## src/dram_params.svh

```systemverilog
// Widths, timing counts and the mode word for the SDRAM controller.
// Include this wherever a module needs one of the values below.
`ifndef DRAM_PARAMS_SVH
`define DRAM_PARAMS_SVH

//////////////////////////////////////////////////////////////////////
// bus widths
//////////////////////////////////////////////////////////////////////
`define DRAM_ADDR_W 13 // row and column address pins
`define DRAM_BANK_W 2 // four banks
`define DRAM_DATA_W 16 // x16 part
`define CPU_ADDR_W 32 // 68000-style address bus

//////////////////////////////////////////////////////////////////////
// timing, in clocks at 50 MHz
//////////////////////////////////////////////////////////////////////
`define POWERUP_CYCLES 5000 // 100 us power-up wait
`define POWERUP_TIMER_W 13 // holds POWERUP_CYCLES
`define REFRESH_CYCLES 375 // 7.5 us between refreshes
`define REFRESH_TIMER_W 9 // holds REFRESH_CYCLES

`define INIT_REFRESHES 10 // auto-refreshes during init
`define CAS_LATENCY 2 // matches the mode word below

// burst length 1, sequential, CAS latency 2, single-location writes
`define MODE_WORD 13'h0220

`endif

```

## src/dram_pkg.sv

```systemverilog
// Types shared by the SDRAM controller blocks: pin-level commands,
// address sources and the sequencer states.
package dramPkg;

	// command bits, MSB first: CKE, CS_L, RAS_L, CAS_L, WE_L
	typedef enum logic [4:0] {
		PoweringUp      = 5'b00000, // cke and cs held low
		Nop             = 5'b10111,
		BankActivate    = 5'b10011, // row on address pins
		ReadAp          = 5'b10101, // a10 high selects auto-precharge
		WriteAp         = 5'b10100, // a10 high selects auto-precharge
		AutoRefresh     = 5'b10001,
		PrechargeAll    = 5'b10010, // a10 high for all banks
		ModeRegisterSet = 5'b10000  // mode word on address pins
	} sdramCmd_t;

	typedef enum logic [2:0] {
		NoAddr, // all zero
		RowAddr, // cpu row and bank
		ColumnAddr, // cpu column, a10 set
		ModeAddr, // mode word
		AllBanksAddr // only a10 set
	} addrSel_t;

	typedef enum logic [4:0] {
		StInit, StWaitPowerUp, StFirstNop, StPrechargeInit,
		StRefresh, StRefreshNop1, StRefreshNop2, StRefreshNop3,
		StModeSet, StWaitStart, StIdle, StRefreshPrecharge,
		StBeginRead, StWaitCas, StBeginWrite, StWriteNop,
		StWaitBusCycle
	} seqState_t;

endpackage

```

## src/dramSequencer.sv

```systemverilog
// Controller FSM: power-up, refresh scheduling and single-word reads and
// writes with auto-precharge. Outputs are combinational from the state.
`include "dram_params.svh"

module dramSequencer (
	input logic Clock,
	input logic Reset_L,
	input logic DramSelect_L,
	input logic AS_L,
	input logic WE_L,
	input logic UDS_L,
	input logic LDS_L,
	input logic PowerUpDone,
	input logic RefreshDone,
	output dramPkg::sdramCmd_t Cmd,
	output dramPkg::addrSel_t AddrSel,
	output logic PowerUpLoad,
	output logic RefreshLoad,
	output logic DriveDq,
	output logic LatchRead,
	output logic DtackReq,
	output logic InitDone
);
	import dramPkg::*;

	seqState_t state, nextState;
	seqState_t returnState; // where the refresh loop exits to
	logic [3:0] refreshCount; // refreshes still to issue
	logic [1:0] casCount; // cas wait cycles left
	logic strobeLow; // either data strobe asserted

	assign strobeLow = !UDS_L || !LDS_L;

	//////////////////////////////////////////////////////////////////////
	// state, refresh burst count, return state, cas wait
	//////////////////////////////////////////////////////////////////////
	always_ff @(posedge Clock or negedge Reset_L) begin
		if (!Reset_L) begin
			state <= StInit;
			returnState <= StWaitStart;
			refreshCount <= '0;
			casCount <= '0;
		end else begin
			state <= nextState;
			case (state)
				StPrechargeInit: begin
					refreshCount <= 4'(`INIT_REFRESHES); // init burst
					returnState <= StModeSet;
				end
				StRefreshPrecharge: begin
					refreshCount <= 4'd1; // one per period
					returnState <= StWaitStart;
				end
				StModeSet: returnState <= StWaitStart; // then release cpu
				StRefresh: refreshCount <= refreshCount - 1'b1;
				StBeginRead: casCount <= 2'(`CAS_LATENCY - 1);
				StWaitCas: casCount <= casCount - 1'b1;
				default: ;
			endcase
		end
	end

	//////////////////////////////////////////////////////////////////////
	// next state and outputs
	//////////////////////////////////////////////////////////////////////
	always_comb begin
		nextState = state;
		Cmd = Nop; // default command
		AddrSel = NoAddr;
		PowerUpLoad = 1'b0;
		RefreshLoad = 1'b0;
		DriveDq = 1'b0; // dq floats unless writing
		LatchRead = 1'b0;
		DtackReq = 1'b0;
		InitDone = 1'b0;
		case (state)
			StInit: begin
				Cmd = PoweringUp;
				PowerUpLoad = 1'b1; // start 100 us wait
				nextState = StWaitPowerUp;
			end
			StWaitPowerUp: begin
				Cmd = PoweringUp;
				if (PowerUpDone)
					nextState = StFirstNop;
			end
			StFirstNop: nextState = StPrechargeInit; // cke and cs go active
			StPrechargeInit: begin
				Cmd = PrechargeAll;
				AddrSel = AllBanksAddr;
				nextState = StRefresh;
			end
			StRefresh: begin
				Cmd = AutoRefresh;
				nextState = StRefreshNop1;
			end
			StRefreshNop1: nextState = StRefreshNop2;
			StRefreshNop2: nextState = StRefreshNop3;
			StRefreshNop3: begin
				// shared tail: after refreshes and after the mode set
				if (refreshCount == '0)
					nextState = returnState;
				else
					nextState = StRefresh;
			end
			StModeSet: begin
				Cmd = ModeRegisterSet;
				AddrSel = ModeAddr;
				nextState = StRefreshNop1; // three nops follow
			end
			StWaitStart: begin
				RefreshLoad = 1'b1; // restart refresh period
				InitDone = 1'b1;
				nextState = StIdle;
			end
			StIdle: begin
				if (RefreshDone)
					nextState = StRefreshPrecharge; // refresh wins
				else if (!DramSelect_L && !AS_L) begin
					Cmd = BankActivate;
					AddrSel = RowAddr;
					nextState = WE_L ? StBeginRead : StBeginWrite;
				end
			end
			StRefreshPrecharge: begin
				Cmd = PrechargeAll;
				AddrSel = AllBanksAddr;
				nextState = StRefresh;
			end
			StBeginRead: begin
				Cmd = ReadAp;
				AddrSel = ColumnAddr;
				nextState = StWaitCas;
			end
			StWaitCas: begin
				LatchRead = 1'b1; // falling edge of last wait holds the data
				if (casCount == '0) begin
					DtackReq = 1'b1; // dtack after data is latched
					nextState = StWaitBusCycle;
				end
			end
			StBeginWrite: begin
				if (strobeLow) begin // wait for uds or lds
					Cmd = WriteAp;
					AddrSel = ColumnAddr;
					DriveDq = 1'b1;
					DtackReq = 1'b1;
					nextState = StWriteNop;
				end
			end
			StWriteNop: begin
				DriveDq = 1'b1; // hold data one more cycle
				DtackReq = 1'b1;
				nextState = StWaitBusCycle;
			end
			StWaitBusCycle: begin
				if (strobeLow)
					DtackReq = 1'b1; // until cpu ends the cycle
				else
					nextState = StWaitStart;
			end
			default: nextState = StIdle;
		endcase
	end

endmodule

```

## config.mk

```make
export PLATFORM = sky130hd
export DESIGN_NAME = dramSequencer
export DESIGN_NICKNAME = d
export VERILOG_FILES = /design/src/dram_pkg.sv /design/src/dramSequencer.sv
export VERILOG_INCLUDE_DIRS = /design/src
export SDC_FILE = /design/constraint.sdc
export NUM_CORES = 1
export LEC_CHECK = 0
export ABC_AREA = 1
export CAP_MARGIN = 40
export CORE_UTILIZATION = 60
export CTS_CLUSTER_DIAMETER = 60
export DETAILED_ROUTE_END_ITERATION = 10
export DONT_BUFFER_PORTS = 1
export PLACE_DENSITY = 0.85
export SYNTH_ARGS = -nofsm -noshare
export SYNTH_HDL_FRONTEND = slang
export SYNTH_SLANG_ARGS = --single-unit
```

## constraint.sdc

```tcl
create_clock -name Clock -period 5.8 [get_ports Clock]
set_clock_uncertainty 0.2 [all_clocks]
set_input_delay 1.74 -clock Clock [delete_from_list [all_inputs] [get_ports Clock]]
set_output_delay 1.74 -clock Clock [all_outputs]
set_load 0.01 [all_outputs]
```

==> reports/metrics.yaml <==
postCtsSetupBuffers: 0
cts_resized: 0
insertion_delay_ns: 0.26
fill_cells: 165
path_clk_slew_ns: 0.07
dp_hpwl_um: 2200
met3_usage_pct: 1.22
drt_iter0_drc: 54
place_congestion: 0.956
port_buffers: 0
track_usage_pct: 29.2
p_switching_uw: 397
hold_viol_final: 0
netlist_area_sq_um: 1090
netlist.top_cell.by_area: "dfrtp_1"
drive_gt1_share_pct: 9.30
start_util_pct: 63.7
irDropWorstVdd_mv: 0.408
cts_hold_buf: 0
period_minus_slack_ns: 4.59
die_x_um: 44.6
arrival_ns: 2.65
utilization_pct: 64.6
core_sq_um: 1710
wire_per_inst_um: 13.5
place_worst_setup_slack_ns: 1.24
ys_ff_latch: 12
power_density_nw_per_um2: 640
crit_fanout: 5
p_comb_share_pct: 64.7
grt_overflow: 0
critPathRequiredTime_ns: 3.86
cp-startpoint: "AS_L"
ant_nets: 0
viasPerCell: 5.50
synth_seq_area_share_pct: 27.7
die_y_um: 44.6
min-delay-start: "returnState[0]"
slew_viol_final: 0
sw_frac_of_total_pct: 56.1
firstDrtPassIters: 4
hold_class: "reg2reg"
grt_pass1_vias: 949
clock.fmax_ghz: 0.218
cts_sinks: 12
syn_inst: 174
cts_tree: "done"
cp-end-kind: "output port"
status: "finished clean"
clockRootBuffer: "clkbuf_4"
yosys_warnings: 0
grt_pass1_wl_um: 4220
avgSynthCellArea_sq_um: 6.26
antenna_cells: 0
top_usage_layer: "met2"
grt_max_degree: 16
cts_buffers: 3
critical_path_class: "in2out"
tns_ns: 0
pwr-share-seq_pct: 26.5
synth.distinct_cells: 27
fin_ws_ns: 1.21
vias: 1084
use_met1_pct: 39.4
startpoint_type: "input pin"
synth_top_area_share_pct: 25.3
row_count: 15
crit-reg2reg-launch: "state[4]"
io_pins: 23
rsz0062_at_grt: "false"
drt_wl_total_um: 2650
synthTopCellsByArea: "dfrtp_1 25%, nand2_1 17%, nand3_1 8.7%"
intPower_uw: 310
syn_to_final_growth_pct: 1.38
cap_violations: 0
ctsLongestPathBuffers: 2
h-tree-depth: 1
synth_nets: 186
setup_viol: 0
fin_crit_sh_pct: 79.1
pwr-share-clk_pct: 8.8
nets: 185
cellLeakagePower_uw: 0.000635
drc_errors: 0
grt_antenna_before_repair: 0
grt_use_met2_pct: 49.4
power_uw: 706
dieArea_sq_um: 1990
## kinds of logic after synthesis
logic type / share of synthesized area, %
other cells: 0.344
buf+inv: 14.5
fa+ha+maj: 3.45
flops: 27.7
xor+xnor: 1.61
compound gates: 9.31
simple gates: 43.1
## cell usage after synthesis, drive strengths merged
cell / number
dfrtp: 11
a211o: 1
conb: 1
a31oi: 1
o211ai: 2
o31ai: 2
nand4: 6
a21oi: 3
nor2: 27
nor3: 2
dfstp: 1
xnor2: 1
inv: 28
nand3: 20
or2: 1
buf: 6
xor2: 1
nand2: 49
o21ai: 7
ha: 3
o22ai: 1
## cells in the final DEF, fill, tap and decap left out, drive strengths merged
master  instances
o21ai           7
dfrtp          11
nor3            2
ha              3
o22ai           1
a211o           1
conb            1
nor2           27
clkbuf          4
inv            28
nand2          49
or2             1
a31oi           1
xor2            1
o31ai           2
xnor2           1
nand3          20
nand4           6
dfstp           1
a21oi           3
o211ai          2
## worst paths after layout
check / endpoint / slack, ns / cells past startpoint
worst min register to register: returnState[0] / 0.32 / 2
worst max-delay path: DtackReq / 1.21 / 6
worst max register to register: refreshCount[0] / 3.93 / 5
max in group asynchronous: returnState[0] / 4.27 / 0
worst min-delay path: returnState[0] / 0.32 / 2
min in group asynchronous: refreshCount[2] / 0.97 / 0
## state kept, by name, indices dropped and copies added, names as in the netlist
signal / flops
casCount: 2
refreshCount: 4
returnState: 1
state: 5
## power groups by stage
| stage | registers (uW) | logic, uW | clock network, uW |
|---|---|---|---|
| floorplan | 153 | 409 | 0 |
| global placement | 186 | 440 | 0 |
| detailed placement | 187 | 451 | 0 |
| CTS | 186 | 453 | 64.9 |
| global route | 192 | 519 | 66.8 |
| finish | 187 | 457 | 62.3 |
## metrics by stage
step / std cells / hold WS (ns) / cell area [sq um]
after global placement: 193 / 0.301 / 1070
after global routing: 197 / 0.366 / 1100
after CTS: 197 / 0.324 / 1100
final: 197 / 0.320 / 1100
after floorplan: 174 / 0.272 / 1090
after detailed placement: 193 / 0.309 / 1070
## critical path, stage by stage
cell and delay (ns):
or2_2 0.30, nand3_1 0.11, nand2_1 0.07, nor2_2 0.20, nand2_1 0.10, nand3_1 0.13
## per-layer routing
| metal | routed length [um] | vias up | share of wire (%) |
|---|---|---|---|
| li1 | - | 550 | - |
| met1 | 1150 | 486 | 43 |
| met2 | 1290 | 42 | 48 |
| met3 | 163 | 6 | 6.2 |
| met4 | 51 | 0 | 1.9 |
| met5 | 0 | - | 0 |
## layout make-up
type,instances,area (sq um),share of cell area (%)
clock buffers,4,36.3,3.29
well taps,25,31.3,2.83
flip-flops and latches,12,302,27.3
inverters,28,105,9.52
multi-input cells,128,629,57.0
No activity file was read; power rests on OpenSTA's default activity.
