===== src/dram_params.svh =====
// Widths, timing counts and the mode word for the SDRAM controller.
// Include this wherever a module needs one of the values below.
`ifndef DRAM_PARAMS_SVH
`define DRAM_PARAMS_SVH

//////////////////////////////////////////////////////////////////////
// bus widths
//////////////////////////////////////////////////////////////////////
`define DRAM_ADDR_W 13 // row and column address pins
`define DRAM_BANK_W 2 // four banks
`define DRAM_DATA_W 16 // x16 part
`define CPU_ADDR_W 32 // 68000-style address bus

//////////////////////////////////////////////////////////////////////
// timing, in clocks at 50 MHz
//////////////////////////////////////////////////////////////////////
`define POWERUP_CYCLES 5000 // 100 us power-up wait
`define POWERUP_TIMER_W 13 // holds POWERUP_CYCLES
`define REFRESH_CYCLES 375 // 7.5 us between refreshes
`define REFRESH_TIMER_W 9 // holds REFRESH_CYCLES

`define INIT_REFRESHES 10 // auto-refreshes during init
`define CAS_LATENCY 2 // matches the mode word below

// burst length 1, sequential, CAS latency 2, single-location writes
`define MODE_WORD 13'h0220

`endif


===== src/dram_pkg.sv =====
// Types shared by the SDRAM controller blocks: pin-level commands,
// address sources and the sequencer states.
package dramPkg;

	// command bits, MSB first: CKE, CS_L, RAS_L, CAS_L, WE_L
	typedef enum logic [4:0] {
		PoweringUp      = 5'b00000, // cke and cs held low
		Nop             = 5'b10111,
		BankActivate    = 5'b10011, // row on address pins
		ReadAp          = 5'b10101, // a10 high selects auto-precharge
		WriteAp         = 5'b10100, // a10 high selects auto-precharge
		AutoRefresh     = 5'b10001,
		PrechargeAll    = 5'b10010, // a10 high for all banks
		ModeRegisterSet = 5'b10000  // mode word on address pins
	} sdramCmd_t;

	typedef enum logic [2:0] {
		NoAddr, // all zero
		RowAddr, // cpu row and bank
		ColumnAddr, // cpu column, a10 set
		ModeAddr, // mode word
		AllBanksAddr // only a10 set
	} addrSel_t;

	typedef enum logic [4:0] {
		StInit, StWaitPowerUp, StFirstNop, StPrechargeInit,
		StRefresh, StRefreshNop1, StRefreshNop2, StRefreshNop3,
		StModeSet, StWaitStart, StIdle, StRefreshPrecharge,
		StBeginRead, StWaitCas, StBeginWrite, StWriteNop,
		StWaitBusCycle
	} seqState_t;

endpackage


===== src/commandDecode.sv =====
// Turns the sequencer's command and address source into SDRAM pin levels.
// Everything is registered, so the pins lag the sequencer state by one clock.
`include "dram_params.svh"

module commandDecode (
	input logic Clock,
	input logic Reset_L,
	input dramPkg::sdramCmd_t Cmd,
	input dramPkg::addrSel_t AddrSel,
	input logic [`CPU_ADDR_W-1:0] Address,
	output logic SDram_CKE_H,
	output logic SDram_CS_L,
	output logic SDram_RAS_L,
	output logic SDram_CAS_L,
	output logic SDram_WE_L,
	output logic [`DRAM_ADDR_W-1:0] SDram_Addr,
	output logic [`DRAM_BANK_W-1:0] SDram_BA
);
	import dramPkg::*;

	logic [`DRAM_ADDR_W-1:0] addrNext; // address pins for this command
	logic [`DRAM_BANK_W-1:0] bankNext;

	//////////////////////////////////////////////////////////////////////
	// address source select
	//////////////////////////////////////////////////////////////////////
	always_comb begin
		addrNext = '0;
		bankNext = '0;
		case (AddrSel)
			RowAddr: begin
				addrNext = Address[23:11]; // 8192 rows
				bankNext = Address[25:24];
			end
			ColumnAddr: begin
				// a10 high requests auto-precharge, word column below it
				addrNext = {{(`DRAM_ADDR_W-11){1'b0}}, 1'b1, Address[10:1]};
				bankNext = Address[25:24];
			end
			ModeAddr: addrNext = `MODE_WORD;
			AllBanksAddr: addrNext = `DRAM_ADDR_W'(13'h0400); // a10 only
			default: addrNext = '0;
		endcase
	end

	always_ff @(posedge Clock or negedge Reset_L) begin
		if (!Reset_L)
			{SDram_CKE_H, SDram_CS_L, SDram_RAS_L, SDram_CAS_L, SDram_WE_L} <= PoweringUp;
		else
			{SDram_CKE_H, SDram_CS_L, SDram_RAS_L, SDram_CAS_L, SDram_WE_L} <= Cmd;
	end

	always_ff @(posedge Clock) begin
		SDram_Addr <= addrNext;
		SDram_BA <= bankNext;
	end

endmodule


===== config.mk =====
export PLATFORM = sky130hd
export DESIGN_NAME = commandDecode
export DESIGN_NICKNAME = d
export VERILOG_FILES = /design/src/dram_pkg.sv /design/src/commandDecode.sv
export VERILOG_INCLUDE_DIRS = /design/src
export SDC_FILE = /design/constraint.sdc
export NUM_CORES = 1
export LEC_CHECK = 0
export ABC_AREA = 1
export BUFFER_PORTS_ARGS = -buffer_cell sky130_fd_sc_hd__clkbuf_2
export CORE_MARGIN = 4
export CORE_UTILIZATION = 39
export CTS_BUF_LIST = sky130_fd_sc_hd__clkbuf_4
export CTS_CLUSTER_DIAMETER = 60
export DETAILED_ROUTE_END_ITERATION = 8
export GPL_TIMING_DRIVEN = 0
export PLACE_DENSITY_LB_ADDON = 0.1
export SLEW_MARGIN = 10
export SYNTH_ARGS = -nofsm -noshare
export SYNTH_HDL_FRONTEND = slang
export SYNTH_SLANG_ARGS = --single-unit
export TNS_END_PERCENT = 10

===== constraint.sdc =====
create_clock -name Clock -period 1.2 [get_ports Clock]
set_clock_uncertainty 0.15 [all_clocks]
set_input_delay 0.06 -clock Clock [delete_from_list [all_inputs] [get_ports Clock]]
set_output_delay 0.06 -clock Clock [all_outputs]
set_load 0.1 [all_outputs]

==> out/results.txt, run 1 <==
gr ovfl total - 0
Nets - 215
Core ar. - 1540 um^2
Yosys top cell by area - dfxtp_1
Worst Hold Launch - AddrSel[2]
outcome - finished, final reports clean
WL/cell - 14.2 um
library cells used by synthesis - 10
Clock Path Buffers - 2
flops & latches, synth - 20
starting density of the core - 0.421
DP HPWL - 1200 um
via count - 866
startpoint types - input port
number of synthesized flops with an enable pin - 0
Die X-Extent - 48.8 um
CP arrival - 1.30 ns
count leader, synth - nand2_1
Critical Path Fanout Max - 5
Mapped Cells - 73
pwr/cell area - 1110 nW/um^2
IO Pins - 62
first-pass GRT wire length - 4080 um
vias in the first global route - 893
# rows - 14
CTS clk-pin slew, worst paths - 0.11 ns
Crit-path slowest cell - dlygate4sd3_1
worst min-delay path category - in2reg
Post-route DRC - 0
post-layout min period - 1.19 ns
Placed Area - 940 um^2
Avg Inst Size Synth - 8.90 um^2
htree depth - 1
FMAX - 839 MHz
Primary FF master, synth - dfxtp_1
final core occ - 0.924
final hold vios - 0
largest net degree at the start of global routing - 12
drt first pass iters - 4
normalized max-slew margin - 0.796
hold depth - 6
Syn Nets - 115
Post-DRT Antenna Nets - 0
CTS root buf - clkbuf_4
CTS Buf Count - 3
Worst Hold Path EP - SDram_Addr[8]
final period utilization - 0.993
Synth top area share - 0.462
FILL cells - 62
crit path cell chain - clkbuf_2 -> dlygate4sd3_1 -> nand2_2 -> nor2_2 -> nand2_1 -> nand2_1
drt initial violations - 19
Port-buffer cells - 54
Worst Tran Pin Value - 0.308 ns
final wirelength - 2670 um
critical path class - in2reg
GRT Overall Usage - 0.218
clock sink count - 20
FFs w/ async S/R, synth - 0.250
VDD IR max - 0.850 mV
RSZ-0062 raised after global routing - yes
fin area - 1420 um^2
most frequent cells after synthesis - nand2_1 (34), dfxtp_1 (15), inv_1 (8), dfrtp_1 (5)
Slew Limit Fails - 0
TritonCTS clock tree - yes
MaxCap Viol Count - 0
Synth area leaders - dfxtp_1 (46%), nand2_1 (20%), dfrtp_1 (19%)
crit-path max cell delay - 0.61 ns
yosys warns - 0
drt via density - 4.61
cell mode on critical path - nand2_1
GPL Wtd Cong - 0.664
Final WS setup - 0.00869 ns
postcts setup bufs - 0
die height - 48.8 um
pre-CTS setup slack - 0.223 ns
post-synthesis sequential area ratio - 0.655
ant diodes - 0
CP Data Required Time - 1.30 ns
Die ar. - 2380 um^2
antenna violations before repair - 0
final setup vio count - 0
Worst setup EP type - register
share of layout cells above drive strength 1 - 0.366
Leakage - 0.760 nW
synthesized area - 649 um^2
Layout area overhead - 119%
-- stage by stage --
step / power [mW] / hold slack (ns) / std cells / TNS, ns
after floorplan: 1.02 / -0.386 / 73 / 0
after global routing: 1.62 / 0.143 / 188 / -0.164
after global placement: 1.11 / -0.273 / 143 / 0
after CTS: 1.54 / 0.0148 / 186 / 0
after detailed placement: 1.12 / -0.268 / 143 / 0
final: 1.57 / 0.116 / 188 / 0
-- layout by cell type, fill, tap and decap left out, drive strengths merged --
cell type	count
nand2	35
inv	8
dfrtp	5
a21oi	2
nand3	2
clkinv	1
dfxtp	15
clkbuf	53
o21ai	2
nor2	6
dlygate4sd3	39
buf	4
-- worst max-delay path by stage --
stage                        startpoint       endpoint  slack [ns]  cells after the start
after floorplan           SDram_Addr[0]  SDram_Addr[0]        0.08                      0
after global placement      SDram_CKE_H    SDram_CKE_H        0.24                      1
after detailed placement    SDram_CAS_L    SDram_CAS_L        0.22                      1
after CTS                   SDram_CAS_L    SDram_CAS_L       0.009                      1
after global routing         AddrSel[1]  SDram_Addr[1]       -0.04                      6
final                        AddrSel[1]  SDram_Addr[2]       0.009                      6
-- critical path: cells and delay by family --
family,cells,cell delay (ns)
simple gates,4,0.52
buf+inv,2,0.72
-- final cells by class --
cell class,count,area [um^2],share of cell area
Sequential cell,20,425,0.299
Clock buffer,3,22.5,0.0158
Clock inverter,1,3.75,0.00264
Inverter,8,30.0,0.0211
Timing Repair Buffer,93,713,0.501
Multi-Input combinational cell,47,209,0.147
Tap cell,16,20.0,0.0141
-- what timing repair did --
action                                  4_1_cts  5_1_grt
endpoints found under the setup margin       20       13
endpoints found under the hold margin        25        0
gates cloned                                  0        2
gates resized for setup                      20        7
hold buffers                                 39        0
pin swaps                                     0        2
-- power breakdown --
group / switching (mW) / internal, mW / leakage (nW)
Sequential: 0.00918 / 0.700 / 0.182
Combinational: 0.356 / 0.179 / 0.563
Clock: 0.207 / 0.121 / 0.0154
-- routing by layer --
layer / routed length, um / GRT usage / part of all wire / vias to the layer above
met4: 23 / 0.0762 / 0.0086 / 0
li1: - / - / - / 420
met2: 1530 / 0.428 / 0.57 / 41
met3: 189 / 0.0489 / 0.071 / 4
met1: 927 / 0.216 / 0.35 / 401
met5: 0 / 0 / 0 / -
-- cell families (layout without fill, tap and decap cells) --
family          Yosys count  in the layout  share of synthesized area
simple gates             41             43                      0.268
flops                    20             20                      0.655
buf+inv                   8            105                     0.0462
compound gates            4              4                     0.0308
-- sequential cells by signal, indices dropped and copies added (netlist names) --
signal / flops
SDram_RAS_L: 1
SDram_CAS_L: 1
SDram_CKE_H: 1
SDram_Addr: 13
SDram_BA: 2
SDram_WE_L: 1
SDram_CS_L: 1
Power figures use the tool's default switching activity.
==> run 2: changes to the inputs <==
- CORE_ASPECT_RATIO: default -> 1.1
- CORE_UTILIZATION: 39 -> 37
- CTS_BUF_LIST: sky130_fd_sc_hd__clkbuf_4 -> default
- MAX_ROUTING_LAYER: default -> met4
==> out/results.txt, run 2 (synthesis results as in run 1) <==
VDD IR max - 0.824 mV
Die X-Extent - 47.9 um
# rows - 15
CTS Buf Count - 3
crit path cell chain - clkbuf_4
normalized max-slew margin - 0.797
Placed Instances - 144
biggest regs - SDram_Addr: 13 flops, SDram_BA: 2 flops
final setup vio count - 0
crit-path max cell delay - 0.35 ns
pwr/cell area - 1130 nW/um^2
Leakage - 0.764 nW
final core occ - 0.884
outcome - finished, final reports clean
antenna violations before repair - 0
first-pass GRT wire length - 3560 um
CTS clk-pin slew, worst paths - 0.10 ns
clock sink count - 20
worst min-delay path category - in2reg
commonest non-fill, non-tap cell in the layout - dlygate4sd3_1
GPL Wtd Cong - 0.652
Port-buffer cells - 54
Worst Tran Pin Value - 0.307 ns
via count - 822
share of layout cells above drive strength 1 - 0.368
ant diodes - 0
TritonCTS clock tree - yes
CP arrival - 0.96 ns
busiest grt layer - met2
Crit-path slowest cell - dfrtp_1
drt initial violations - 3
max reg flops - 13
starting density of the core - 0.402
DP HPWL - 1260 um
Reg with most FFs - SDram_Addr
Critical Path Fanout Max - 1
GRT Overall Usage - 0.208
Die ar. - 2490 um^2
RSZ-0062 raised after global routing - no
fin cells - 188
Clock Path Buffers - 2
largest net degree at the start of global routing - 12
final wirelength - 2290 um
CP delay by family, top - flip-flops
Nets - 214
FMAX - 857 MHz
startpoint types - register
most frequent cells in the layout - dlygate4sd3_1 (39), clkbuf_2 (34), nand2_1 (33)
grt met2 use - 0.399
drt via density - 4.37
Post-DRT Antenna Nets - 0
drt first pass iters - 4
Core ar. - 1610 um^2
Worst Path Buf+Inv - 1
pre-CTS setup slack - 0.206 ns
final hold vios - 0
Slew Limit Fails - 0
htree depth - 1
gr ovfl total - 0
Worst setup EP type - output port
grt met1 use - 0.203
WL/cell - 12.2 um
IO Pins - 62
grt met3 use - 0.0346
post-layout min period - 1.17 ns
Final WS setup - 0.0326 ns
CP Data Required Time - 0.99 ns
Post-route DRC - 0
MaxCap Viol Count - 0
CTS root buf - clkbuf_4
final period utilization - 0.973
FILL cells - 77
vias in the first global route - 820
crit path from - SDram_CS_L
die height - 51.9 um
Worst Hold Launch - AddrSel[2]
critical path class - reg2out
Layout area overhead - 120%
Setup TNS Final - 0 ns
run 2: what timing repair did:
action,CTS,global route
pin swaps,0,1
hold endpoints to repair,25,0
cloned,0,1
hold buffers,39,0
resized for setup,20,4
setup buffers,0,0
endpoints found under the setup margin,20,12
run 2: path summary, 6_finish.rpt:
kind	cells past startpoint	slack (ns)	endpoint
min in group asynchronous	3	0.55	SDram_RAS_L
max in group asynchronous	3	0.15	SDram_CS_L
min	4	0.03	SDram_Addr[12]
max	1	0.03	SDram_CS_L
run 2: per-stage QoR:
stage                     hold WS [ns]  power, mW  cell area [um^2]
after floorplan                 -0.386       1.02               649
after global placement          -0.272       1.11               941
after detailed placement        -0.267       1.12               941
after CTS                       0.0139       1.60              1420
after global routing            0.0761       1.68              1430
final                           0.0349       1.60              1430
run 2: layout make-up:
class | count | area, um^2 | share of cell area
Multi-Input combinational cell | 46 | 203 | 0.142
Timing Repair Buffer | 93 | 711 | 0.498
Tap cell | 17 | 21.3 | 0.0149
Sequential cell | 20 | 425 | 0.298
Clock buffer | 4 | 36.3 | 0.0254
Inverter | 8 | 30.0 | 0.0211
run 2: where the power goes:
group / total [mW] / internal, mW / switching [mW] / leakage (nW)
clock network: 0.371 / 0.184 / 0.187 / 0.0210
logic: 0.524 / 0.177 / 0.347 / 0.561
registers: 0.710 / 0.700 / 0.00929 / 0.182
total: 1.60 / 1.06 / 0.543 / 0.764
run 2: layer usage:
layer / routed length, um / vias to the layer above
met2: 1290 / 36
met1: 784 / 369
met3: 195 / 2
met5: 0 / -
met4: 12 / 0
li1: - / 415
