<file path="config.mk">
export PLATFORM = sky130hd
export DESIGN_NAME = countdownTimer
export DESIGN_NICKNAME = d
export VERILOG_FILES = /design/src/dram_params.svh /design/src/countdownTimer.sv
export SDC_FILE = /design/constraint.sdc
export NUM_CORES = 1
export LEC_CHECK = 0
export ABC_AREA = 0
export ABC_CLOCK_PERIOD_IN_PS = 5430
export BUFFER_PORTS_ARGS = -buffer_cell sky130_fd_sc_hd__buf_4
export CAP_MARGIN = 30
export CELL_PAD_IN_SITES_DETAIL_PLACEMENT = 0
export CELL_PAD_IN_SITES_GLOBAL_PLACEMENT = 1
export CORE_AREA = 3 3 47 92
export DETAILED_ROUTE_END_ITERATION = 8
export DIE_AREA = 0 0 50 95
export PLACE_DENSITY = 0.5
export SLEW_MARGIN = 15
export SYNTH_ARGS = -nofsm -noshare
export SYNTH_HDL_FRONTEND = slang
export SYNTH_SLANG_ARGS = --single-unit
export TNS_END_PERCENT = 50
</file>
<file path="constraint.sdc">
create_clock -name Clock -period 5.43 [get_ports Clock]
set_input_delay 1.086 -clock Clock [delete_from_list [all_inputs] [get_ports Clock]]
set_output_delay 1.086 -clock Clock [all_outputs]
set_load 0.005 [all_outputs]
</file>
<file path="src/dram_params.svh">
// Widths, timing counts and the mode word for the SDRAM controller.
// Include this wherever a module needs one of the values below.
`ifndef DRAM_PARAMS_SVH
`define DRAM_PARAMS_SVH

//////////////////////////////////////////////////////////////////////
// bus widths
//////////////////////////////////////////////////////////////////////
`define DRAM_ADDR_W 13 // row and column address pins
`define DRAM_BANK_W 2 // four banks
`define DRAM_DATA_W 16 // x16 part
`define CPU_ADDR_W 32 // 68000-style address bus

//////////////////////////////////////////////////////////////////////
// timing, in clocks at 50 MHz
//////////////////////////////////////////////////////////////////////
`define POWERUP_CYCLES 5000 // 100 us power-up wait
`define POWERUP_TIMER_W 13 // holds POWERUP_CYCLES
`define REFRESH_CYCLES 375 // 7.5 us between refreshes
`define REFRESH_TIMER_W 9 // holds REFRESH_CYCLES

`define INIT_REFRESHES 10 // auto-refreshes during init
`define CAS_LATENCY 2 // matches the mode word below

// burst length 1, sequential, CAS latency 2, single-location writes
`define MODE_WORD 13'h0220

`endif

</file>
<file path="src/countdownTimer.sv">
// Loadable down-counter. Counts to zero and stops there.
// Done stays high while the count is zero.
module countdownTimer #(
	parameter int Width = 16,
	parameter logic [Width-1:0] LoadValue = '0
) (
	input logic Clock,
	input logic Reset_L,
	input logic Load, // preload on next edge
	output logic Done
);

	logic [Width-1:0] count;

	always_ff @(posedge Clock or negedge Reset_L) begin
		if (!Reset_L)
			count <= '0; // starts expired
		else if (Load)
			count <= LoadValue;
		else if (count != '0)
			count <= count - 1'b1; // hold at zero once there
	end

	assign Done = (count == '0);

endmodule

</file>
==> results of run 1 <==
-- cells by family after synthesis --
kind of cell / share of synthesized area, %
simple gates: 35.3
compound gates: 11.4
flops: 44.3
buf+inv: 1.66
mux: 4.99
xor+xnor: 0.970
fa+ha+maj: 1.38
-- layer usage --
layer  global-route usage [%]  up-vias  share of wire, %
li1                         -      351                 -
met1                     11.5      328                42
met2                     17.9        2                56
met3                     1.90        2               1.4
met4                     4.85        0               1.4
met5                        0        -                 0
-- layout make-up --
type | count | area (um^2) | share of cell area (%)
flip-flops and latches | 16 | 400 | 39.2
multi-input cells | 73 | 488 | 47.8
well taps | 49 | 61.3 | 6.00
repair buffers | 3 | 22.5 | 2.21
inverters | 2 | 7.51 | 0.735
clock buffers | 3 | 41.3 | 4.04
-- placed cells by master, fill, tap and decap left out, types with 2 or more instances in the layout --
cell	synthesis	final
a21oi_1	10	10
buf_4	0	3
clkbuf_8	0	3
dfrtp_1	16	16
inv_1	2	2
mux2_2	4	4
nand2_1	5	5
nand3_1	2	2
nand3b_1	2	2
nor2_1	9	9
nor2b_1	4	4
nor3_1	2	2
nor4_1	4	4
nor4_4	2	2
o21ai_0	6	6
o31ai_1	2	2
or2_2	2	2
or3_1	4	4
or4_1	3	3
-- through the flow --
stage / setup WS (ns) / total power [mW] / utilization, %
floorplan: 3.22 / 0.569 / -
global placement: 2.96 / 0.679 / 26.6
detailed placement: 2.96 / 0.681 / 26.6
CTS: 2.67 / 0.777 / 27.7
global route: 2.54 / 0.845 / 27.7
finish: 2.70 / 0.757 / 27.7
-- how the worst max path moves through the flow --
stage	from	endpoint	slack, ns	cells after the start
floorplan	count[0]$_DFFE_PN0P_	Done	3.22	5
global route	count[0]$_DFFE_PN0P_	Done	2.54	6
global placement	count[0]$_DFFE_PN0P_	Done	2.96	6
detailed placement	count[0]$_DFFE_PN0P_	Done	2.96	6
finish	count[0]$_DFFE_PN0P_	Done	2.70	6
CTS	count[0]$_DFFE_PN0P_	Done	2.67	6
-- critical path, stage by stage (launching register included) --
cell     delay (ns)
dfrtp_1        0.44
inv_1          0.09
ha_1           0.20
nor3b_2        0.31
nand2_1        0.13
nor2_1         0.12
buf_4          0.12
-- power breakdown --
| group | switching (mW) | leakage (nW) | total, mW | internal, mW |
|---|---|---|---|---|
| combinational | 0.224 | 0.183 | 0.422 | 0.198 |
| clock | 0.0404 | 0.0216 | 0.0896 | 0.0491 |
| sequential | 0.0732 | 0.215 | 0.246 | 0.172 |
| total | 0.338 | 0.419 | 0.757 | 0.419 |
==> metrics.csv, run 1 <==
stage,metric,value,unit
run_status,outcome,finished clean,
global_route,antenna violations before repair,0,
finish,Layout area overhead,13.0,%
synthesis,Syn Inst Count,93,
pwr,Leak,0.419,nW
pwr,Worst IR Drop VDD,0.000314,V
finish,post-route cell area,1020,um^2
synthesis,Cell variety after synth,30,
hold_path,hold worst-path end,count[9]$_DFFE_PN0P_,
sta,fin crit period,2.73,ns
global_route,grt ovf,0,
floorplanning,row cnt,31,
synthesis,Netlist Area Pre-Place,903,um^2
synthesis,largest cells by area after synthesis,"dfrtp_1 (44%), a21oi_1 (5.5%), mux2_2 (5.0%)",
place,cell total after placement,143,
routing,DRT Wirelength,1990,um
synthesis,most common cell in the synthesized netlist,dfrtp_1,
setup_path,startpoint types,register,
routing,Initial DRC Count,10,
sta,Total Neg Setup Slack,0,ns
global_route,pin count of the biggest net entering global routing,21,
finish,Largest Register,count,
place,GPL Wtd Cong,0.675,
cts,Clock Latency Late Sink,0.25,ns
synthesis,sequential element share of the synthesized area,44.3,%
finish,number of flip-flops in the largest register,16,
finish,fillcell total,406,
finish,Largest regs,count x16,
setup_path,"setup slack, reg-to-reg",3.35,ns
cts,Post-CTS Repair Setup Buffers,0,
sta,final setup violation count,0,
synthesis,Yosys Warn Count,0,
pwr,pwr/cell area,741,nW/um^2
floorplanning,die area,4750,um^2
cts,number of H-tree levels,1,
routing,vias,683,
cts,CTS tree,done,
routing,drt pass-1 iters,4,
cts,total CTS buffers,3,
setup_path,cells on worst reg2reg path,6,
setup_path,CP required,4.34,ns
global_route,first-pass GRT wire length,3590,um
finish,layout cells sized above 1,18.6,%
sta,Tcrit/Tclk final,50.3,%
global_route,total track usage,10.2,%
synthesis,commonest cells in the netlist,"dfrtp_1 (16), a21oi_1 (10), nor2_1 (9)",
sta,Fmax,0.366,GHz
hold_path,hold depth,2,
setup_path,Reg-to-Reg Start,count[0]$_DFFE_PN0P_,
synthesis,post-synth top area cell,dfrtp_1,
floorplanning,initial core utilization,24.5,%
synthesis,Avg Inst Size Synth,9.71,um^2
routing,Remaining DRCs,0,
sta,final hold slack,0.566,ns
flow_run,Max-cap violations,0,
sta,Slew HR,64.0,%
setup_path,Setup crit end kind,primary output,
place,DPL Wire Length,1480,um
cts,Bufs on Longest Clock Path,2,
floorplanning,Die W,50,um
cts,CTS root buf,clkbuf_8,
finish,Final Non-Filler Cells,146,
sta,unrepaired setup endpoints after global routing,false,
place,Placed Area,980,um^2
finish,Final Net Count,103,
synthesis,Synth top area share,44.3,%
floorplanning,core area,3680,um^2
cts,clock tree sinks,16,
global_route,number of global-route vias before repair,734,
cts,PostCTS Resize Cnt,0,
place,port bufs,3,
synthesis,"Primary FF master, synth",dfrtp_1,
routing,Vias per Instance,4.68,
routing,Antenna Violating Nets Remaining,0,
finish,Antenna Diode Count,0,
synthesis,Seq cells post-synth,16,
synthesis,Post-synth EDFFs,0,
hold_path,hold path start,count[9]$_DFFE_PN0P_,
sta,actual slew at the worst max-slew pin,0.535,ns
cts,hold_buf cts,0,
sta,max-slew violations,0,
sta,final hold violations,0,
routing,WL per Instance,13.6,um
setup_path,CP Class,reg2out,
synthesis,asr flop ratio synth,100,%
cts,Clock transition at path regs,0.06,ns
setup_path,Reg-to-Reg End,count[5]$_DFFE_PN0P_,
setup_path,worst-path maximum fanout,4,
synthesis,"Net Count, Synth",97,
sta,Worst Skew,0.00240,ns
floorplanning,die height,95,um
floorplanning,IO Pins,4,
hold_path,Hold Path Class,reg2reg,
setup_path,Crit path arrival time,1.65,ns
Note: power is estimated with default switching activity, not from simulation.
==> run 2, diff against run 1 <==
Settings changed: ABC_CLOCK_PERIOD_IN_PS 5430 to 2800.
Clock period 5.43 ns to 2.8 ns, I/O delays scaled along.
==> metrics.csv, run 2 (synthesis gave the netlist of run 1 again) <==
stage,metric,value,unit,change
run_status,outcome,finished clean,,
global_route,pin count of the biggest net entering global routing,21,,unchanged
setup_path,startpoint types,register,,
routing,Antenna Violating Nets Remaining,0,,unchanged
sta,Worst Skew,0.00419,ns,+0.00178 ns
sta,Fmax,0.455,GHz,
sta,actual slew at the worst max-slew pin,0.576,ns,+0.0409 ns
setup_path,CP required,2.24,ns,-2.10 ns
finish,fin util,27.7,%,unchanged
cts,number of H-tree levels,1,,unchanged
floorplanning,die area,4750,um^2,unchanged
sta,final hold slack,0.173,ns,-0.393 ns
global_route,number of global-route vias before repair,712,,-3.0%
cts,Clock Latency Late Sink,0.25,ns,about the same
routing,drt pass-1 iters,3,,-1
place,GPL Wtd Cong,0.735,,+8.8%
finish,number of flip-flops in the largest register,16,,unchanged
sta,final setup violation count,0,,unchanged
global_route,total track usage,10.4,%,+0.19 points
setup_path,max incr delay on CP,0.44,ns,about the same
pwr,Worst IR Drop VDD,0.000472,V,+50%
routing,Remaining DRCs,0,,unchanged
place,port bufs,3,,unchanged
global_route,antenna violations before repair,0,,unchanged
setup_path,CP Class,reg2out,,
global_route,grt ovf,0,,unchanged
pwr,pwr/cell area,1450,nW/um^2,+95%
routing,vias,717,,+5.0%
cts,hold_buf cts,0,,unchanged
global_route,first-pass GRT wire length,3620,um,+0.58%
finish,layout cells sized above 1,18.6,%,unchanged
finish,Largest regs,count x16,,
finish,Antenna Diode Count,0,,unchanged
finish,"commonest non-fill, non-tap cell in the layout",dfrtp_1,,
sta,Slew HR,61.2,%,-2.8 points
sta,final hold violations,0,,unchanged
cts,Bufs on Longest Clock Path,2,,unchanged
setup_path,Top Family by Delay on Critical Path,simple AND/OR/NAND/NOR gates,,
cts,CTS tree,done,,
sta,unrepaired setup endpoints after global routing,false,,
setup_path,Crit path arrival time,1.64,ns,about the same
setup_path,WP depth,6,,unchanged
sta,Tcrit/Tclk final,78.5,%,
floorplanning,row cnt,31,,unchanged
cts,Clock transition at path regs,0.07,ns,about the same
floorplanning,initial core utilization,24.5,%,unchanged
sta,fin crit period,2.20,ns,
cts,PostCTS Resize Cnt,0,,unchanged
finish,Layout area overhead,13.0,%,unchanged
finish,Final Non-Filler Cells,146,,unchanged
flow_run,Max-cap violations,0,,unchanged
routing,Vias per Instance,4.91,,+5.0%
place,DPL Wire Length,1550,um,+4.2%
cts,CTS root buf,clkbuf_8,,
routing,Initial DRC Count,16,,+6
place,cell total after placement,143,,unchanged
cts,total CTS buffers,3,,unchanged
setup_path,Setup crit end kind,primary output,,
sta,max-slew violations,0,,unchanged
setup_path,CP max-delay cell,dfrtp_1,,
cts,Post-CTS Repair Setup Buffers,0,,unchanged
setup_path,crit path buf inv count,2,,unchanged
setup_path,cells on worst reg2reg path,4,,-2
floorplanning,IO Pins,4,,unchanged
finish,most frequent cells in the layout,"dfrtp_1 (16), a21oi_1 (10), nor2_1 (9)",,
hold_path,Hold Path Class,in2async,,
floorplanning,Die W,50,um,unchanged
pwr,Leak,0.419,nW,unchanged
setup_path,CP cell instances,inv_1 > ha_1 > nor3b_2 > nand2_1 > nor2_1 > buf_4,,
routing,WL per Instance,14.3,um,+5.2%
floorplanning,die height,95,um,unchanged
cts,clock tree sinks,16,,unchanged
finish,Largest Register,count,,
setup_path,worst-path maximum fanout,4,,unchanged
floorplanning,core area,3680,um^2,unchanged
sta,Total Neg Setup Slack,0,ns,unchanged
finish,fillcell total,406,,unchanged
routing,DRT Wirelength,2090,um,+5.2%
finish,Final Net Count,103,,unchanged
==> run 2: report_power, final <==
| part | total, mW | switching (mW) | internal, mW |
|---|---|---|---|
| sequential | 0.479 | 0.145 | 0.334 |
| clock | 0.175 | 0.0800 | 0.0953 |
| combinational | 0.825 | 0.441 | 0.385 |
| total | 1.48 | 0.665 | 0.814 |
==> run 2: metal layers <==
metal	track usage [%]	vias up	routed length, um
met2	19.3	2	1240
met5	0	-	0
met3	1.90	2	28
met4	4.85	0	31
met1	10.8	359	789
li1	-	354	-
==> run 2: final cells by class <==
| class | instances | area [um^2] | area share (%) |
|---|---|---|---|
| flip-flops and latches | 16 | 400 | 39.2 |
| clock buffers | 3 | 41.3 | 4.04 |
| inverters | 2 | 7.51 | 0.735 |
| multi-input cells | 73 | 488 | 47.8 |
| repair buffers | 3 | 22.5 | 2.21 |
| well taps | 49 | 61.3 | 6.00 |
==> run 2: stage by stage <==
stage	power, mW	cell area (um^2)	setup WS, ns
4_1_cts	1.52	1020	0.573
3_3_place_gp	1.32	980	0.752
5_1_grt	1.65	1020	0.469
2_1_floorplan	1.10	903	0.972
6_report	1.48	1020	0.602
3_5_place_dp	1.33	980	0.736
==> run 2: path summary, 6_finish.rpt <==
check                                       from                     to  slack (ns)
setup / recovery            count[0]$_DFFE_PN0P_                   Done        0.60
hold reg to reg             count[9]$_DFFE_PN0P_   count[9]$_DFFE_PN0P_        0.56
setup reg to reg           count[10]$_DFFE_PN0P_   count[5]$_DFFE_PN0P_        0.78
hold / removal                           Reset_L  count[12]$_DFFE_PN0P_        0.17
max in group asynchronous                Reset_L  count[10]$_DFFE_PN0P_        2.43
min in group Clock          count[9]$_DFFE_PN0P_   count[9]$_DFFE_PN0P_        0.56
==> run 2: worst register-to-register path, delay by kind of cell, from the launching register on <==
family | cells | cell delay [ns]
mux | 1 | 0.34
flops | 1 | 0.42
simple gates | 3 | 1.15
==> run 3, diff against run 2 <==
Settings changed: ABC_CLOCK_PERIOD_IN_PS 2800 to 2000, PLACE_DENSITY 0.5 to 0.52.
Clock period 2.8 ns to 2 ns, I/O delays scaled along.
==> metrics.csv, run 3 (synthesis gave the netlist of run 1 again) <==
stage,metric,value,unit,change
finish,number of flip-flops in the largest register,16,,unchanged
sta,final hold slack,0.00462,ns,-0.169 ns
cts,total CTS buffers,3,,unchanged
sta,Final WS setup,0.106,ns,-0.497 ns
floorplanning,Die W,50,um,unchanged
routing,drt pass-1 iters,4,,+1
finish,Largest Register,count,,
cts,hold_buf cts,0,,unchanged
routing,Initial DRC Count,12,,-4
finish,most frequent cells in the layout,"dfrtp_1 (15), buf_4 (12), a21oi_1 (10)",,
sta,final setup violation count,0,,unchanged
floorplanning,IO Pins,4,,unchanged
sta,Total Neg Setup Slack,0,ns,unchanged
place,port bufs,3,,unchanged
sta,Tcrit/Tclk final,94.7,%,
setup_path,CP Class,reg2reg,,
global_route,number of global-route vias before repair,754,,+5.9%
finish,Layout area overhead,23.5,%,
cts,number of H-tree levels,1,,unchanged
global_route,pin count of the biggest net entering global routing,21,,unchanged
place,GPL Wtd Cong,0.757,,+3.0%
routing,DRT Wirelength,2160,um,+3.3%
routing,WL per Instance,13.9,um,-3.3%
cts,CTS tree,done,,
cts,Bufs on Longest Clock Path,2,,unchanged
place,Place WS,0.109,ns,-0.627 ns
run_status,outcome,finished clean,,
setup_path,worst-path maximum fanout,4,,unchanged
sta,Slew HR,72.7,%,+11 points
floorplanning,die area,4750,um^2,unchanged
routing,vias,738,,+2.9%
routing,Antenna Violating Nets Remaining,0,,unchanged
finish,fillcell total,395,,-2.7%
place,DPL Wire Length,1640,um,+6.1%
floorplanning,die height,95,um,unchanged
global_route,antenna violations before repair,0,,unchanged
global_route,first-pass GRT wire length,3570,um,-1.1%
floorplanning,row cnt,31,,unchanged
finish,layout cells sized above 1,28.0,%,+9.5 points
cts,Clock Latency Late Sink,0.25,ns,about the same
sta,actual slew at the worst max-slew pin,0.407,ns,-0.169 ns
finish,post-route cell area,1120,um^2,+9.3%
setup_path,CP required,2.17,ns,-0.07 ns
routing,Remaining DRCs,0,,unchanged
setup_path,startpoint types,register,,
floorplanning,core area,3680,um^2,unchanged
setup_path,Crit path arrival time,2.06,ns,+0.42 ns
hold_path,Hold Path Class,in2async,,
sta,Worst Skew,0.00207,ns,-0.00212 ns
cts,clock tree sinks,16,,unchanged
cts,Clock transition at path regs,0.06,ns,about the same
global_route,grt ovf,0,,unchanged
setup_path,"setup slack, reg-to-reg",0.11,ns,-0.67 ns
finish,Largest regs,count x16,,
sta,max-slew violations,0,,unchanged
setup_path,Setup crit end kind,register,,
global_route,total track usage,10.3,%,-0.065 points
floorplanning,initial core utilization,24.5,%,unchanged
flow_run,Max-cap violations,0,,unchanged
finish,Antenna Diode Count,0,,unchanged
cts,CTS root buf,clkbuf_8,,
sta,final hold violations,0,,unchanged
place,Placed Area,1030,um^2,+5.4%
sta,fin crit period,1.89,ns,
finish,"commonest non-fill, non-tap cell in the layout",dfrtp_1,,
sta,Fmax,0.528,GHz,
finish,Final Net Count,112,,+8.7%
routing,Vias per Instance,4.73,,-3.7%
[run 3: final timing paths]
path | startpoint | endpoint | cells after the start
worst max-delay path | count[1]$_DFFE_PN0P_ | count[6]$_DFFE_PN0P_ | 6
worst min-delay path | Reset_L | count[4]$_DFFE_PN0P_ | 1
worst max register to register | count[1]$_DFFE_PN0P_ | count[6]$_DFFE_PN0P_ | 6
worst min register to register | count[9]$_DFFE_PN0P_ | count[9]$_DFFE_PN0P_ | 2
max in group asynchronous | Reset_L | count[5]$_DFFE_PN0P_ | 1
min in group Clock | Load | count[14]$_DFFE_PN0P_ | 2
[run 3: worst max-delay path: stages (launching register included)]
cell	delay [ns]
dfrtp_1	0.38
inv_1	0.06
ha_1	0.18
or3b_1	0.40
or3_1	0.33
or3_1	0.31
a21oi_1	0.16
[run 3: what timing repair did]
action	4_1_cts	5_1_grt
setup endpoints to repair	0	1
gates resized for setup	0	3
buffers inserted	0	2
[run 3: metal layers]
metal  vias up  share of wire (%)  global-route usage, %
met5         -                  0                      0
met3         2                2.4                   1.42
li1        370                  -                      -
met4         0                1.8                   6.24
met1       359                 34                   9.85
met2         7                 61                   19.9
[run 3: cell type report]
| class | count | area [um^2] | area share, % |
|---|---|---|---|
| Inverter | 2 | 7.51 | 0.673 |
| Sequential cell | 16 | 402 | 36.0 |
| Multi-Input combinational cell | 73 | 500 | 44.8 |
| Clock buffer | 4 | 55.1 | 4.93 |
| Tap cell | 49 | 61.3 | 5.49 |
| Timing Repair Buffer | 12 | 90.1 | 8.07 |
[run 3: through the flow]
step                      cells  utilization (%)
after global routing        156             30.3
after floorplan              93                -
after CTS                   154             29.5
after global placement      150             28.0
final                       156             30.3
after detailed placement    150             28.0
Power of run 3 is left out: the tool's default activity adds up to more than one toggle a clock period on the data nets, which glitch-free logic cannot reach.
